==> config.mk <==
export PLATFORM = sky130hd
export DESIGN_NAME = uart_link
export DESIGN_NICKNAME = d
export VERILOG_FILES = /design/src/common/uart_pkg.sv /design/src/logic/uart_link.sv /design/src/uart_rx/uart_rx.sv /design/src/uart_tx/uart_tx.sv /design/src/logic/tx_fifo.sv
export VERILOG_INCLUDE_DIRS = /design/src /design/src/common
export SDC_FILE = /design/constraint.sdc
export NUM_CORES = 1
export LEC_CHECK = 0
export BUFFER_PORTS_ARGS = -buffer_cell sky130_fd_sc_hd__buf_2
export CAP_MARGIN = 20
export CORE_MARGIN = 5
export CORE_UTILIZATION = 50
export DETAILED_ROUTE_END_ITERATION = 6
export PLACE_DENSITY = 0.64
export SKIP_LAST_GASP = 1
export SYNTH_ARGS = -nofsm -noshare
export SYNTH_HDL_FRONTEND = slang
export SYNTH_SLANG_ARGS = --single-unit
==> constraint.sdc <==
create_clock -name baud_clk -period 3.2 [get_ports baud_clk]
set_input_delay 0.64 -clock baud_clk [delete_from_list [all_inputs] [get_ports baud_clk]]
set_output_delay 0.64 -clock baud_clk [all_outputs]
set_load 0.02 [all_outputs]
==> src/common/uart_params.svh <==
// UART link build-time parameters
// FIFO sizing for the transmit buffer and the parity sense shared by TX and RX

`ifndef UART_PARAMS_SVH
`define UART_PARAMS_SVH

// Transmit FIFO holds this many bytes
`define UART_FIFO_DEPTH 8

// Pointer width, log2 of the depth
`define UART_FIFO_AW 3

// 0 selects even parity (XOR of data), 1 selects odd parity (inverted XOR)
`define UART_PARITY_ODD 0

`endif
==> src/common/uart_pkg.sv <==
// UART link shared types
// Data byte, transmit and receive FSM states, and the receive result record

`default_nettype none

package uart_pkg;

    // One serial data byte, bit 0 goes out first
    typedef logic [7:0] uart_byte_t;

    // Transmit FSM, one state per frame section
    typedef enum logic [2:0] {
        TX_IDLE,   // Line high, waiting for FIFO data
        TX_START,  // Byte latched, start bit next
        TX_DATA,   // Eight data bits
        TX_PARITY, // Parity bit
        TX_STOP    // Stop bit
    } tx_state_t;

    // Receive FSM, start bit is detected from idle
    typedef enum logic [1:0] {
        RX_IDLE,   // Waiting for rx low
        RX_DATA,   // Shifting in data bits
        RX_PARITY, // Sampling parity bit
        RX_STOP    // Sampling stop bit
    } rx_state_t;

    // Per-byte receive report, 10 bits
    typedef struct packed {
        uart_byte_t data; // Rebuilt byte
        logic parity_err; // Parity bit mismatch
        logic frame_err;  // Stop bit read as 0
    } rx_result_t;

endpackage

`default_nettype wire

==> src/logic/uart_link.sv <==
// UART link top level
// Host bytes go through the transmit FIFO into the serializer on tx.
// The receiver on rx reports bytes straight to the ports.

`timescale 1ns/1ps
`default_nettype none

module uart_link import uart_pkg::*; (
    input  wire logic       baud_clk,
    input  wire logic       rst,
    input  wire logic       wr_en,     // Host write strobe
    input  wire uart_byte_t wr_data,   // Host byte
    input  wire logic       rx,        // Serial input
    output logic            full,      // FIFO cannot accept a write
    output logic            tx,        // Serial output
    output logic            tx_busy,   // Frame in progress
    output rx_result_t      rx_result, // Received byte and flags
    output logic            rx_valid   // Received byte strobe
);

    uart_byte_t fifo_data; // FIFO head to serializer
    logic       empty;
    logic       pop;

    tx_fifo u_tx_fifo (
        .baud_clk  (baud_clk),
        .rst       (rst),
        .wr_en     (wr_en),
        .wr_data   (wr_data),
        .pop       (pop),
        .fifo_data (fifo_data),
        .empty     (empty),
        .full      (full)
    );

    uart_tx u_uart_tx (
        .baud_clk  (baud_clk),
        .rst       (rst),
        .fifo_data (fifo_data),
        .empty     (empty),
        .pop       (pop),
        .tx        (tx),
        .tx_busy   (tx_busy)
    );

    uart_rx u_uart_rx (
        .baud_clk  (baud_clk),
        .rst       (rst),
        .rx        (rx),
        .rx_result (rx_result),
        .rx_valid  (rx_valid)
    );

endmodule

`default_nettype wire

==> src/uart_rx/uart_rx.sv <==
// UART frame deserializer
// Samples rx once per baud_clk, detects the start bit, shifts in eight data
// bits LSB first and checks parity and stop. Reports each byte with a
// one-cycle rx_valid pulse on the stop-bit edge.

`timescale 1ns/1ps
`default_nettype none

`include "uart_params.svh"

module uart_rx import uart_pkg::*; (
    input  wire logic baud_clk,
    input  wire logic rst,
    input  wire logic rx,        // Serial line, aligned to baud_clk
    output rx_result_t rx_result, // Last received byte and error flags
    output logic       rx_valid   // One-cycle pulse per frame
);

    rx_state_t  state;
    uart_byte_t rx_shift;   // Incoming data filled from the top
    logic [2:0] bit_idx;    // Data bits received so far
    logic       rx_par_bit; // Sampled parity bit
    logic       exp_parity; // Parity computed from the data

    assign exp_parity = (^rx_shift) ^ (`UART_PARITY_ODD != 0);

    // Data capture in each FSM state
    always_ff @(posedge baud_clk) begin
        if (state == RX_DATA) begin
            rx_shift <= {rx, rx_shift[7:1]}; // LSB arrives first
        end
        if (state == RX_PARITY) begin
            rx_par_bit <= rx;
        end
        if (state == RX_STOP) begin
            rx_result.data       <= rx_shift;
            rx_result.parity_err <= (rx_par_bit != exp_parity);
            rx_result.frame_err  <= !rx; // Stop must read 1
        end
    end

    always_ff @(posedge baud_clk) begin
        if (rst) begin
            state    <= RX_IDLE;
            bit_idx  <= '0;
            rx_valid <= 1'b0;
        end else begin
            rx_valid <= 1'b0; // Pulse by default
            case (state)
                RX_IDLE: begin
                    bit_idx <= '0;
                    if (!rx) begin
                        state <= RX_DATA; // Start bit seen
                    end
                end
                RX_DATA: begin
                    if (bit_idx == 3'd7) begin
                        state <= RX_PARITY;
                    end else begin
                        bit_idx <= bit_idx + 1'b1;
                    end
                end
                RX_PARITY: begin
                    state <= RX_STOP;
                end
                RX_STOP: begin
                    rx_valid <= 1'b1; // Result loads on this edge
                    state    <= RX_IDLE;
                end
                default: begin
                    state <= RX_IDLE;
                end
            endcase
        end
    end

    // Frames are at least eleven bits apart, so no back-to-back pulses
    a_valid_single: assert property (@(posedge baud_clk) disable iff (rst)
        rx_valid |=> !rx_valid);

endmodule

`default_nettype wire

==> src/uart_tx/uart_tx.sv <==
// UART frame serializer
// Pops one byte from the transmit FIFO when idle and sends start, eight data
// bits LSB first, parity and stop on tx, one bit per baud_clk cycle.

`timescale 1ns/1ps
`default_nettype none

`include "uart_params.svh"

module uart_tx import uart_pkg::*; (
    input  wire logic       baud_clk,
    input  wire logic       rst,
    input  wire uart_byte_t fifo_data, // Oldest FIFO byte
    input  wire logic       empty,     // FIFO has nothing to send
    output logic            pop,       // One-cycle consume strobe
    output logic            tx,        // Serial line
    output logic            tx_busy    // High from start bit through stop bit
);

    tx_state_t  state;
    uart_byte_t tx_byte;   // Latched frame payload
    logic [2:0] bit_idx;   // Data bit being sent
    logic       tx_parity; // Parity of the latched byte

    // Pop only from idle, FIFO advances on the capture edge
    assign pop = (state == TX_IDLE) && !empty;

    // XOR for even, inverted for odd
    assign tx_parity = (^tx_byte) ^ (`UART_PARITY_ODD != 0);

    always_ff @(posedge baud_clk) begin
        if (pop) begin
            tx_byte <= fifo_data; // Capture with the pop
        end
    end

    // tx is registered, so each state drives the bit that shows after its edge
    always_ff @(posedge baud_clk) begin
        if (rst) begin
            state   <= TX_IDLE;
            tx      <= 1'b1;
            tx_busy <= 1'b0;
            bit_idx <= '0;
        end else begin
            case (state)
                TX_IDLE: begin
                    tx      <= 1'b1;
                    tx_busy <= 1'b0; // Stop bit has ended
                    if (pop) begin
                        state <= TX_START;
                    end
                end
                TX_START: begin
                    tx      <= 1'b0; // Start bit
                    tx_busy <= 1'b1;
                    bit_idx <= '0;
                    state   <= TX_DATA;
                end
                TX_DATA: begin
                    tx <= tx_byte[bit_idx]; // LSB first
                    if (bit_idx == 3'd7) begin
                        state <= TX_PARITY;
                    end else begin
                        bit_idx <= bit_idx + 1'b1;
                    end
                end
                TX_PARITY: begin
                    tx    <= tx_parity;
                    state <= TX_STOP;
                end
                TX_STOP: begin
                    tx    <= 1'b1; // Stop bit with busy held one more cycle
                    state <= TX_IDLE;
                end
                default: begin
                    state <= TX_IDLE;
                end
            endcase
        end
    end

    // Line idles high outside a frame
    a_idle_high: assert property (@(posedge baud_clk) disable iff (rst)
        !tx_busy |-> tx);

    // A pop puts the start bit on tx two edges later
    a_pop_starts_frame: assert property (@(posedge baud_clk) disable iff (rst)
        pop |-> ##2 (!tx && tx_busy));

endmodule

`default_nettype wire

==> src/logic/tx_fifo.sv <==
// Transmit byte FIFO
// Circular buffer between the host write port and the UART transmitter.
// Push and pop may land in the same cycle; writes while full are dropped.

`timescale 1ns/1ps
`default_nettype none

`include "uart_params.svh"

module tx_fifo import uart_pkg::*; (
    input  wire logic       baud_clk,
    input  wire logic       rst,
    input  wire logic       wr_en,     // Host write strobe
    input  wire uart_byte_t wr_data,   // Host byte
    input  wire logic       pop,       // Consume oldest byte
    output uart_byte_t      fifo_data, // Oldest byte, valid when not empty
    output logic            empty,
    output logic            full
);

    localparam int DEPTH = `UART_FIFO_DEPTH;
    localparam int AW    = `UART_FIFO_AW;

    uart_byte_t      mem [DEPTH]; // Byte storage
    logic [AW-1:0]   wr_ptr;      // Next slot to write
    logic [AW-1:0]   rd_ptr;      // Oldest slot
    logic [AW:0]     count;       // Occupancy, 0..DEPTH
    logic            push;
    logic            do_pop;

    assign push      = wr_en && !full;  // Drop writes when full
    assign do_pop    = pop && !empty;
    assign empty     = (count == '0);
    assign full      = (count == (AW+1)'(DEPTH));
    assign fifo_data = mem[rd_ptr];     // Show-ahead read

    always_ff @(posedge baud_clk) begin
        if (push) begin
            mem[wr_ptr] <= wr_data;
        end
    end

    always_ff @(posedge baud_clk) begin
        if (rst) begin
            wr_ptr <= '0;
            rd_ptr <= '0;
            count  <= '0;
        end else begin
            if (push) begin
                wr_ptr <= (wr_ptr == AW'(DEPTH - 1)) ? '0 : wr_ptr + 1'b1; // Wrap
            end
            if (do_pop) begin
                rd_ptr <= (rd_ptr == AW'(DEPTH - 1)) ? '0 : rd_ptr + 1'b1;
            end
            case ({push, do_pop})
                2'b10:   count <= count + 1'b1;
                2'b01:   count <= count - 1'b1;
                default: count <= count; // Both or neither, level unchanged
            endcase
        end
    end

    // Transmitter must only pop a byte that exists
    a_no_pop_when_empty: assert property (@(posedge baud_clk) disable iff (rst)
        pop |-> !empty);

    // Occupancy bounded by the storage size
    a_count_in_range: assert property (@(posedge baud_clk) disable iff (rst)
        count <= (AW+1)'(DEPTH));

endmodule

`default_nettype wire

==> results.yml, run 1 <==
yosys:
  postSynthCellCount: 285
  synthDistinctLibCells: 38
  syn-cell-area_sq_um: 4710
  ys_dominant_reg_cell: "sky130_fd_sc_hd__edfxtp_1"
  synth_top_cell_by_area: "sky130_fd_sc_hd__edfxtp_1"
  synth_async_sr_flop_share_pct: 0
  synth_area_leaders: "sky130_fd_sc_hd__edfxtp_1 58%, sky130_fd_sc_hd__dfxtp_1 10%, sky130_fd_sc_hd__mux4_2 8.6%"
  synth_fp_nets: 312
  synth_register_bits: 115
  netlist.area_leader.share_pct: 58.0
  synth-seq-area-share_pct: 68.2
  synth_edf_count: 91
  syn_area_per_cell_sq_um: 16.5
  synth_warnings: 0
sta:
  period_needed_ps: 2580
  unrepaired_setup_endpoints_after_global_routing: "no"
  tightestPinTransition_ps: 890
  finClkSkew_ps: 12.4
  post-route-worst-setup-slack_ps: 621
  rel_slew_slack_pct: 40.6
  timing.final.hold_violations: 0
  achievable-frequency_ghz: 0.388
  final_max_slew_viol_count: 0
  setup_total_negative_slack_ps: 0
  setup_viol: 0
  layout_worst_path_cycle_share_pct: 80.6
place:
  gp_routability_congestion: 0.744
  placement.io_buffers: 25
  dp_slack_ps: 656
  dp.final_hpwl_mm: 4.92
floorplan:
  dieWidth_microns: 107
  initial_core_util_pct: 51.3
  std_cell_rows: 35
  io_pins: 26
  coreArea_sq_um: 9200
  dieArea_sq_um: 11500
  floorplan.die.height_microns: 107
drt:
  drtIter0Drc: 67
  detailroute.wirelength.met3_microns: 306
  ant_nets: 0
  detail_route.first_pass.iterations: 4
  num_vias: 2446
  total_detailed_routing_wirelength_mm: 8.02
  dr.max_layer_used: "met4"
  wire_per_inst_microns: 17.8
  post_drt_via_cell_ratio: 5.44
  dr_wl_met2_mm: 4.06
  drc_violation_count_after_routing: 0
  wl_met1_mm: 3.54
clock_tree:
  h-tree-depth: 4
  number_of_buffers_inserted_during_clock_tree_synthesis: 17
  hold_buffers: 0
  clkSlewWorstSetupHoldPaths_ps: 60
  clockBufferDepth: 2
  worstSkewPairLatency_ps: 510
  cts_resized: 0
  clock_sink_count: 115
  cts_setup_buffers: 0
  ctsRootBufferMaster: "sky130_fd_sc_hd__clkbuf_8"
  tritoncts_clock_tree: "yes"
power_and_ir_drop:
  leakage_uw: 0.00201
  power_per_cell_area_nw_per_um2: 975
  vdd_ir_drop_max_uv: 419
finish:
  layout.filler_cells: 698
  final_layout_size_suffix_gt1_share_pct: 28.0
  sequential_cell_area_in_the_final_layout_sq_um: 3210
  diodes: 0
  layout_area_growth_over_synthesis_pct: 18.7
  nNetsFinal: 353
  multiInputGateArea_sq_um: 1400
setup_path:
  cp.buffers_inverters: 2
  critical_path.max_fanout: 9
  worst_r2r_setup_slack_ps: 620
  critical_path_depth: 9
  path_class: "flip-flop to flip-flop"
  timing.critical_path.from_type: "flip-flop"
  timing.reg2reg.worst_path_depth: 9
  r2r-start: "u_tx_fifo.count[1]$_SDFFE_PP0P_"
  crit_path_end_kind: "flip-flop"
  timing.critical_path.max_delay_family: "simple AND/OR/NAND/NOR gates"
  worst_path_largest_cell_delay_ps: 410
  setup.worst_path.end: "u_tx_fifo.count[3]$_SDFFE_PP0P_"
  reg2reg_to: "u_tx_fifo.count[3]$_SDFFE_PP0P_"
  worstPathRequired_ps: 3600
  crit_path_from: "u_tx_fifo.count[1]$_SDFFE_PP0P_"
  cpMaxStageDelayCell: "sky130_fd_sc_hd__nor4_1"
  path_cells: "nor4_1, or4_1, inv_1, buf_4, ha_1, nand3b_1, a211oi_1, o21bai_1, mux2_1"
  cp_data_arrival_time_ps: 2980
job:
  max-cap-violations: 0
hold_path:
  min-delay-path-class: "primary input to flip-flop"
outcome:
  status: "finished, final reports clean"
global_route:
  first_pass_grt_wire_length_mm: 13.1
  grt_max_degree: 26
  global_route.usage.total_pct: 15.7
  vias_in_the_first_global_route: 2533
  grt_overflow: 0
  antenna_found_initial: 0
[layer usage]
| layer | up-vias | global-route usage [%] |
|---|---|---|
| met3 | 11 | 5.42 |
| met1 | 1213 | 19.0 |
| met5 | - | 0 |
| met2 | 42 | 25.5 |
| met4 | 0 | 6.58 |
| li1 | 1180 | - |
[where the power goes]
group,internal [uW],switching (uW)
Combinational,710,681
Clock,1290,646
Sequential,1930,202
[layout by cell type (no fill, tap or decap), types with 2 or more instances in the layout]
cell / count
sky130_fd_sc_hd__mux2_2: 10
sky130_fd_sc_hd__a22oi_1: 5
sky130_fd_sc_hd__clkbuf_8: 2
sky130_fd_sc_hd__nor2_1: 20
sky130_fd_sc_hd__ha_1: 15
sky130_fd_sc_hd__a22o_1: 2
sky130_fd_sc_hd__nand2b_1: 4
sky130_fd_sc_hd__o21bai_1: 2
sky130_fd_sc_hd__nand3b_1: 2
sky130_fd_sc_hd__dfxtp_1: 24
sky130_fd_sc_hd__edfxtp_1: 91
sky130_fd_sc_hd__or3_1: 3
sky130_fd_sc_hd__a21oi_1: 9
sky130_fd_sc_hd__nand2_1: 6
sky130_fd_sc_hd__buf_4: 11
sky130_fd_sc_hd__mux4_2: 18
sky130_fd_sc_hd__clkinv_4: 4
sky130_fd_sc_hd__o21ai_0: 2
sky130_fd_sc_hd__xor2_1: 5
sky130_fd_sc_hd__xnor2_1: 14
sky130_fd_sc_hd__clkinv_2: 2
sky130_fd_sc_hd__bufinv_16: 4
sky130_fd_sc_hd__clkbuf_16: 16
sky130_fd_sc_hd__mux2i_1: 6
sky130_fd_sc_hd__clkbuf_1: 2
sky130_fd_sc_hd__nor3_1: 10
sky130_fd_sc_hd__nor4_1: 2
sky130_fd_sc_hd__nor2b_1: 5
sky130_fd_sc_hd__inv_1: 5
sky130_fd_sc_hd__buf_2: 25
[cells in the mapped netlist, types with 3 or more instances]
cell,instances
sky130_fd_sc_hd__edfxtp_1,91
sky130_fd_sc_hd__dfxtp_1,24
sky130_fd_sc_hd__nor2_1,20
sky130_fd_sc_hd__mux4_2,18
sky130_fd_sc_hd__ha_1,15
sky130_fd_sc_hd__xnor2_1,14
sky130_fd_sc_hd__mux2_2,10
sky130_fd_sc_hd__nor3_1,10
sky130_fd_sc_hd__a21oi_1,9
sky130_fd_sc_hd__mux2i_1,6
sky130_fd_sc_hd__nand2_1,6
sky130_fd_sc_hd__a22oi_1,5
sky130_fd_sc_hd__inv_1,5
sky130_fd_sc_hd__nor2b_1,5
sky130_fd_sc_hd__xor2_1,5
sky130_fd_sc_hd__clkbuf_1,4
sky130_fd_sc_hd__nand2b_1,4
sky130_fd_sc_hd__buf_2,3
sky130_fd_sc_hd__buf_4,3
sky130_fd_sc_hd__or3_1,3
[through the flow]
step | std cells | total power, uW | instance area [sq um] | utilization, % | hold WS [ps]
CTS | 450 | 5530 | 5600 | 60.8 | 318
finish | 450 | 5460 | 5600 | 60.8 | 357
global route | 450 | 5750 | 5600 | 60.8 | 332
floorplan | 285 | 3270 | 4710 | - | 448
global placement | 418 | 3520 | 4980 | 54.1 | 461
detailed placement | 418 | 3560 | 4980 | 54.1 | 465
[logic make-up after synthesis]
| kind of cell | synth area share [%] |
|---|---|
| AO/OA/AOI/OAI | 3.53 |
| XOR/XNOR | 3.53 |
| adder cells (fa/ha/maj) | 3.98 |
| buffers and inverters | 2.15 |
| flip-flops | 68.2 |
| multiplexers | 12.5 |
| AND/OR/NAND/NOR | 6.16 |
[flip-flops by register name (all words and copies together), names as in the netlist, 2 cells and up]
register / count
u_uart_rx.rx_result: 10
u_tx_fifo.wr_ptr: 3
u_tx_fifo.count: 4
u_uart_tx.state: 3
u_uart_rx.state: 2
u_tx_fifo.mem: 64
u_uart_tx.bit_idx: 3
u_tx_fifo.rd_ptr: 3
u_uart_rx.bit_idx: 3
u_uart_rx.rx_shift: 8
u_uart_tx.tx_byte: 8
[worst min-delay path by stage]
stage          cells after the start                       startpoint                          endpoint
3_3_place_gp                       0  u_uart_rx.rx_shift[0]$_DFFE_PP_  u_uart_rx.rx_result[2]$_DFFE_PP_
2_1_floorplan                      0  u_uart_rx.rx_shift[0]$_DFFE_PP_  u_uart_rx.rx_result[2]$_DFFE_PP_
3_5_place_dp                       2   u_uart_tx.tx_busy$_SDFFE_PP0P_    u_uart_tx.tx_busy$_SDFFE_PP0P_
4_1_cts                            1                               rx   u_uart_rx.rx_shift[7]$_DFFE_PP_
6_report                           1                               rx    u_uart_rx.rx_par_bit$_DFFE_PP_
5_1_grt                            1                               rx   u_uart_rx.rx_shift[7]$_DFFE_PP_
[cell type report]
class                           count  share of cell area, %
Clock buffer                       20                   7.78
Tap cell                          111                   2.48
Multi-Input combinational cell    151                   25.0
Timing Repair Buffer               36                   3.71
Sequential cell                   115                   57.4
Clock inverter                     12                   3.24
Inverter                            5                  0.335
No activity file was read; power rests on OpenSTA's default activity.
==> run 2: changes to the inputs <==
Clock period 3.2 ns to 2.56 ns, I/O delays scaled along.
==> results.yml, run 2 (synthesis results as in run 1) <==
drt:
  drc_violation_count_after_routing: 0
  num_vias: 2507
  total_detailed_routing_wirelength_mm: 7.86
  wire_per_inst_microns: 17.3
  detail_route.first_pass.iterations: 4
  drtIter0Drc: 92
  ant_nets: 0
  post_drt_via_cell_ratio: 5.51
sta:
  period_needed_ps: 2430
  layout_worst_path_cycle_share_pct: 94.9
  setup_viol: 0
  achievable-frequency_ghz: 0.412
  final_max_slew_viol_count: 0
  tightestPinTransition_ps: 573
  finClkSkew_ps: 6.37
  unrepaired_setup_endpoints_after_global_routing: "no"
  setup_total_negative_slack_ps: 0
  rel_slew_slack_pct: 61.8
  timing.final.hold_violations: 0
floorplan:
  initial_core_util_pct: 51.3
  dieArea_sq_um: 11500
  coreArea_sq_um: 9200
  dieWidth_microns: 107
  std_cell_rows: 35
  io_pins: 26
  floorplan.die.height_microns: 107
setup_path:
  path_class: "flip-flop to flip-flop"
  timing.critical_path.from_type: "flip-flop"
  critical_path_depth: 10
  worstPathRequired_ps: 2970
  worst_r2r_setup_slack_ps: 130
  cp_data_arrival_time_ps: 2840
  crit_path_end_kind: "flip-flop"
  reg2reg_to: "u_tx_fifo.count[2]$_SDFFE_PP0P_"
  path_cells: "nor4_1, or4_1, inv_1, ha_2, xor2_1, ha_1, a21oi_1, xor2_1, or3_1, a21oi_1"
  timing.critical_path.max_delay_family: "simple AND/OR/NAND/NOR gates"
  critical_path.max_fanout: 7
  cpMaxStageDelayCell: "sky130_fd_sc_hd__nor4_1"
  worst_path_largest_cell_delay_ps: 410
  cp.buffers_inverters: 1
  timing.reg2reg.worst_path_depth: 10
  r2r-start: "u_tx_fifo.count[1]$_SDFFE_PP0P_"
clock_tree:
  worstSkewPairLatency_ps: 500
  tritoncts_clock_tree: "yes"
  clkSlewWorstSetupHoldPaths_ps: 60
  number_of_buffers_inserted_during_clock_tree_synthesis: 17
  ctsRootBufferMaster: "sky130_fd_sc_hd__clkbuf_8"
  clock_sink_count: 115
  clockBufferDepth: 2
  hold_buffers: 0
  h-tree-depth: 4
hold_path:
  hold_start: "rx"
  endpoint_with_the_worst_hold_slack: "u_uart_rx.rx_par_bit$_DFFE_PP_"
  min-delay-path-class: "primary input to flip-flop"
  hold_depth: 1
global_route:
  grt_overflow: 0
  vias_in_the_first_global_route: 2471
  grt_max_degree: 26
  global_route.usage.total_pct: 15.0
  first_pass_grt_wire_length_mm: 12.7
  antenna_found_initial: 0
finish:
  finalCoreUtilization_pct: 60.5
  largest_register_ffs: 64
  nNetsFinal: 358
  biggestRegsByFlops: "u_tx_fifo.mem (64), u_uart_rx.rx_result (10)"
  final_area_sq_um: 5570
  mostFrequentLayoutCells: "91 x sky130_fd_sc_hd__edfxtp_1, 25 x sky130_fd_sc_hd__buf_2, 21 x sky130_fd_sc_hd__dfxtp_1"
  final_layout_size_suffix_gt1_share_pct: 30.2
  diodes: 0
  layout_area_growth_over_synthesis_pct: 18.1
  layout_commonest_cell: "sky130_fd_sc_hd__edfxtp_1"
  top_register: "u_tx_fifo.mem"
power_and_ir_drop:
  leakage_uw: 0.00199
  vdd_ir_drop_max_uv: 509
  power_per_cell_area_nw_per_um2: 1180
  total_power_uw: 6590
place:
  gp_routability_congestion: 0.783
  dp.final_hpwl_mm: 5.09
  place_area_sq_um: 5020
  placement.io_buffers: 25
outcome:
  status: "finished, final reports clean"
job:
  max-cap-violations: 0
[run 2: cell types whose count changed in the layout (fill, tap and decap cells not counted)]
| cell | before | now |
|---|---|---|
| sky130_fd_sc_hd__inv_6 | 1 | 5 |
| sky130_fd_sc_hd__buf_4 | 11 | 16 |
| sky130_fd_sc_hd__clkbuf_8 | 2 | 1 |
| sky130_fd_sc_hd__dfxtp_1 | 24 | 21 |
| sky130_fd_sc_hd__clkinvlp_4 | 1 | 4 |
| sky130_fd_sc_hd__ha_1 | 15 | 14 |
| sky130_fd_sc_hd__clkinv_1 | 0 | 2 |
| sky130_fd_sc_hd__clkinv_4 | 4 | 1 |
| sky130_fd_sc_hd__ha_2 | 0 | 1 |
| sky130_fd_sc_hd__clkbuf_1 | 2 | 0 |
| sky130_fd_sc_hd__bufinv_16 | 4 | 1 |
| sky130_fd_sc_hd__dfxtp_2 | 0 | 3 |
[run 2: what timing repair did]
item	CTS	global route
setup buffers	0	0
gates resized for setup	0	4
endpoints found under the setup margin	0	1
[run 2: how the worst max path moves through the flow]
stage	endpoint	start
floorplan	u_tx_fifo.count[2]$_SDFFE_PP0P_	u_uart_tx.state[2]$_SDFFE_PP0P_
global placement	u_tx_fifo.count[2]$_SDFFE_PP0P_	u_tx_fifo.count[1]$_SDFFE_PP0P_
detailed placement	u_tx_fifo.count[2]$_SDFFE_PP0P_	u_tx_fifo.count[1]$_SDFFE_PP0P_
CTS	u_tx_fifo.count[2]$_SDFFE_PP0P_	u_tx_fifo.count[1]$_SDFFE_PP0P_
global route	u_tx_fifo.count[2]$_SDFFE_PP0P_	u_tx_fifo.count[3]$_SDFFE_PP0P_
finish	u_tx_fifo.count[2]$_SDFFE_PP0P_	u_tx_fifo.count[1]$_SDFFE_PP0P_
[run 2: per-layer routing]
| layer | vias to the layer above | share of wire, % | GRT usage (%) | wire length, microns |
|---|---|---|---|---|
| met4 | 0 | 1.2 | 7.12 | 91 |
| met1 | 1254 | 44 | 19.7 | 3480 |
| li1 | 1188 | - | - | - |
| met2 | 56 | 50 | 23.6 | 3960 |
| met3 | 9 | 4.2 | 3.67 | 334 |
| met5 | - | 0 | 0 | 0 |
[run 2: worst reg2reg max path, stage by stage, from the launching register on]
cell and delay [ps]:
sky130_fd_sc_hd__dfxtp_2 350, sky130_fd_sc_hd__nor4_1 410, sky130_fd_sc_hd__or4_1 210, sky130_fd_sc_hd__inv_1 80
sky130_fd_sc_hd__ha_2 220, sky130_fd_sc_hd__xor2_1 150, sky130_fd_sc_hd__ha_1 180, sky130_fd_sc_hd__a21oi_1 150
sky130_fd_sc_hd__xor2_1 90, sky130_fd_sc_hd__or3_1 310, sky130_fd_sc_hd__a21oi_1 180
[run 2: cell type report]
type,count,area [sq um]
clock buffers,17,414
clock inverters,15,130
fillers,702,3630
inverters,5,18.8
multi-input cells,151,1400
flip-flops and latches,115,3220
well taps,111,139
repair buffers,41,245
[run 2: where the power goes]
| group | leakage (uW) | switching, uW | total (uW) | internal [uW] |
|---|---|---|---|---|
| Combinational | 0.000710 | 900 | 1830 | 934 |
| Clock | 0.000257 | 836 | 2120 | 1290 |
| Sequential | 0.00103 | 210 | 2630 | 2420 |
| Total | 0.00199 | 1950 | 6590 | 4640 |
[run 2: through the flow]
stage / hold WS (ps) / instances / worst slack [ps]
2_1_floorplan: 448 / 285 / 74.1
3_3_place_gp: 462 / 423 / 228
3_5_place_dp: 469 / 423 / 140
4_1_cts: 213 / 455 / 64.2
5_1_grt: 221 / 455 / 20.4
6_report: 238 / 455 / 132
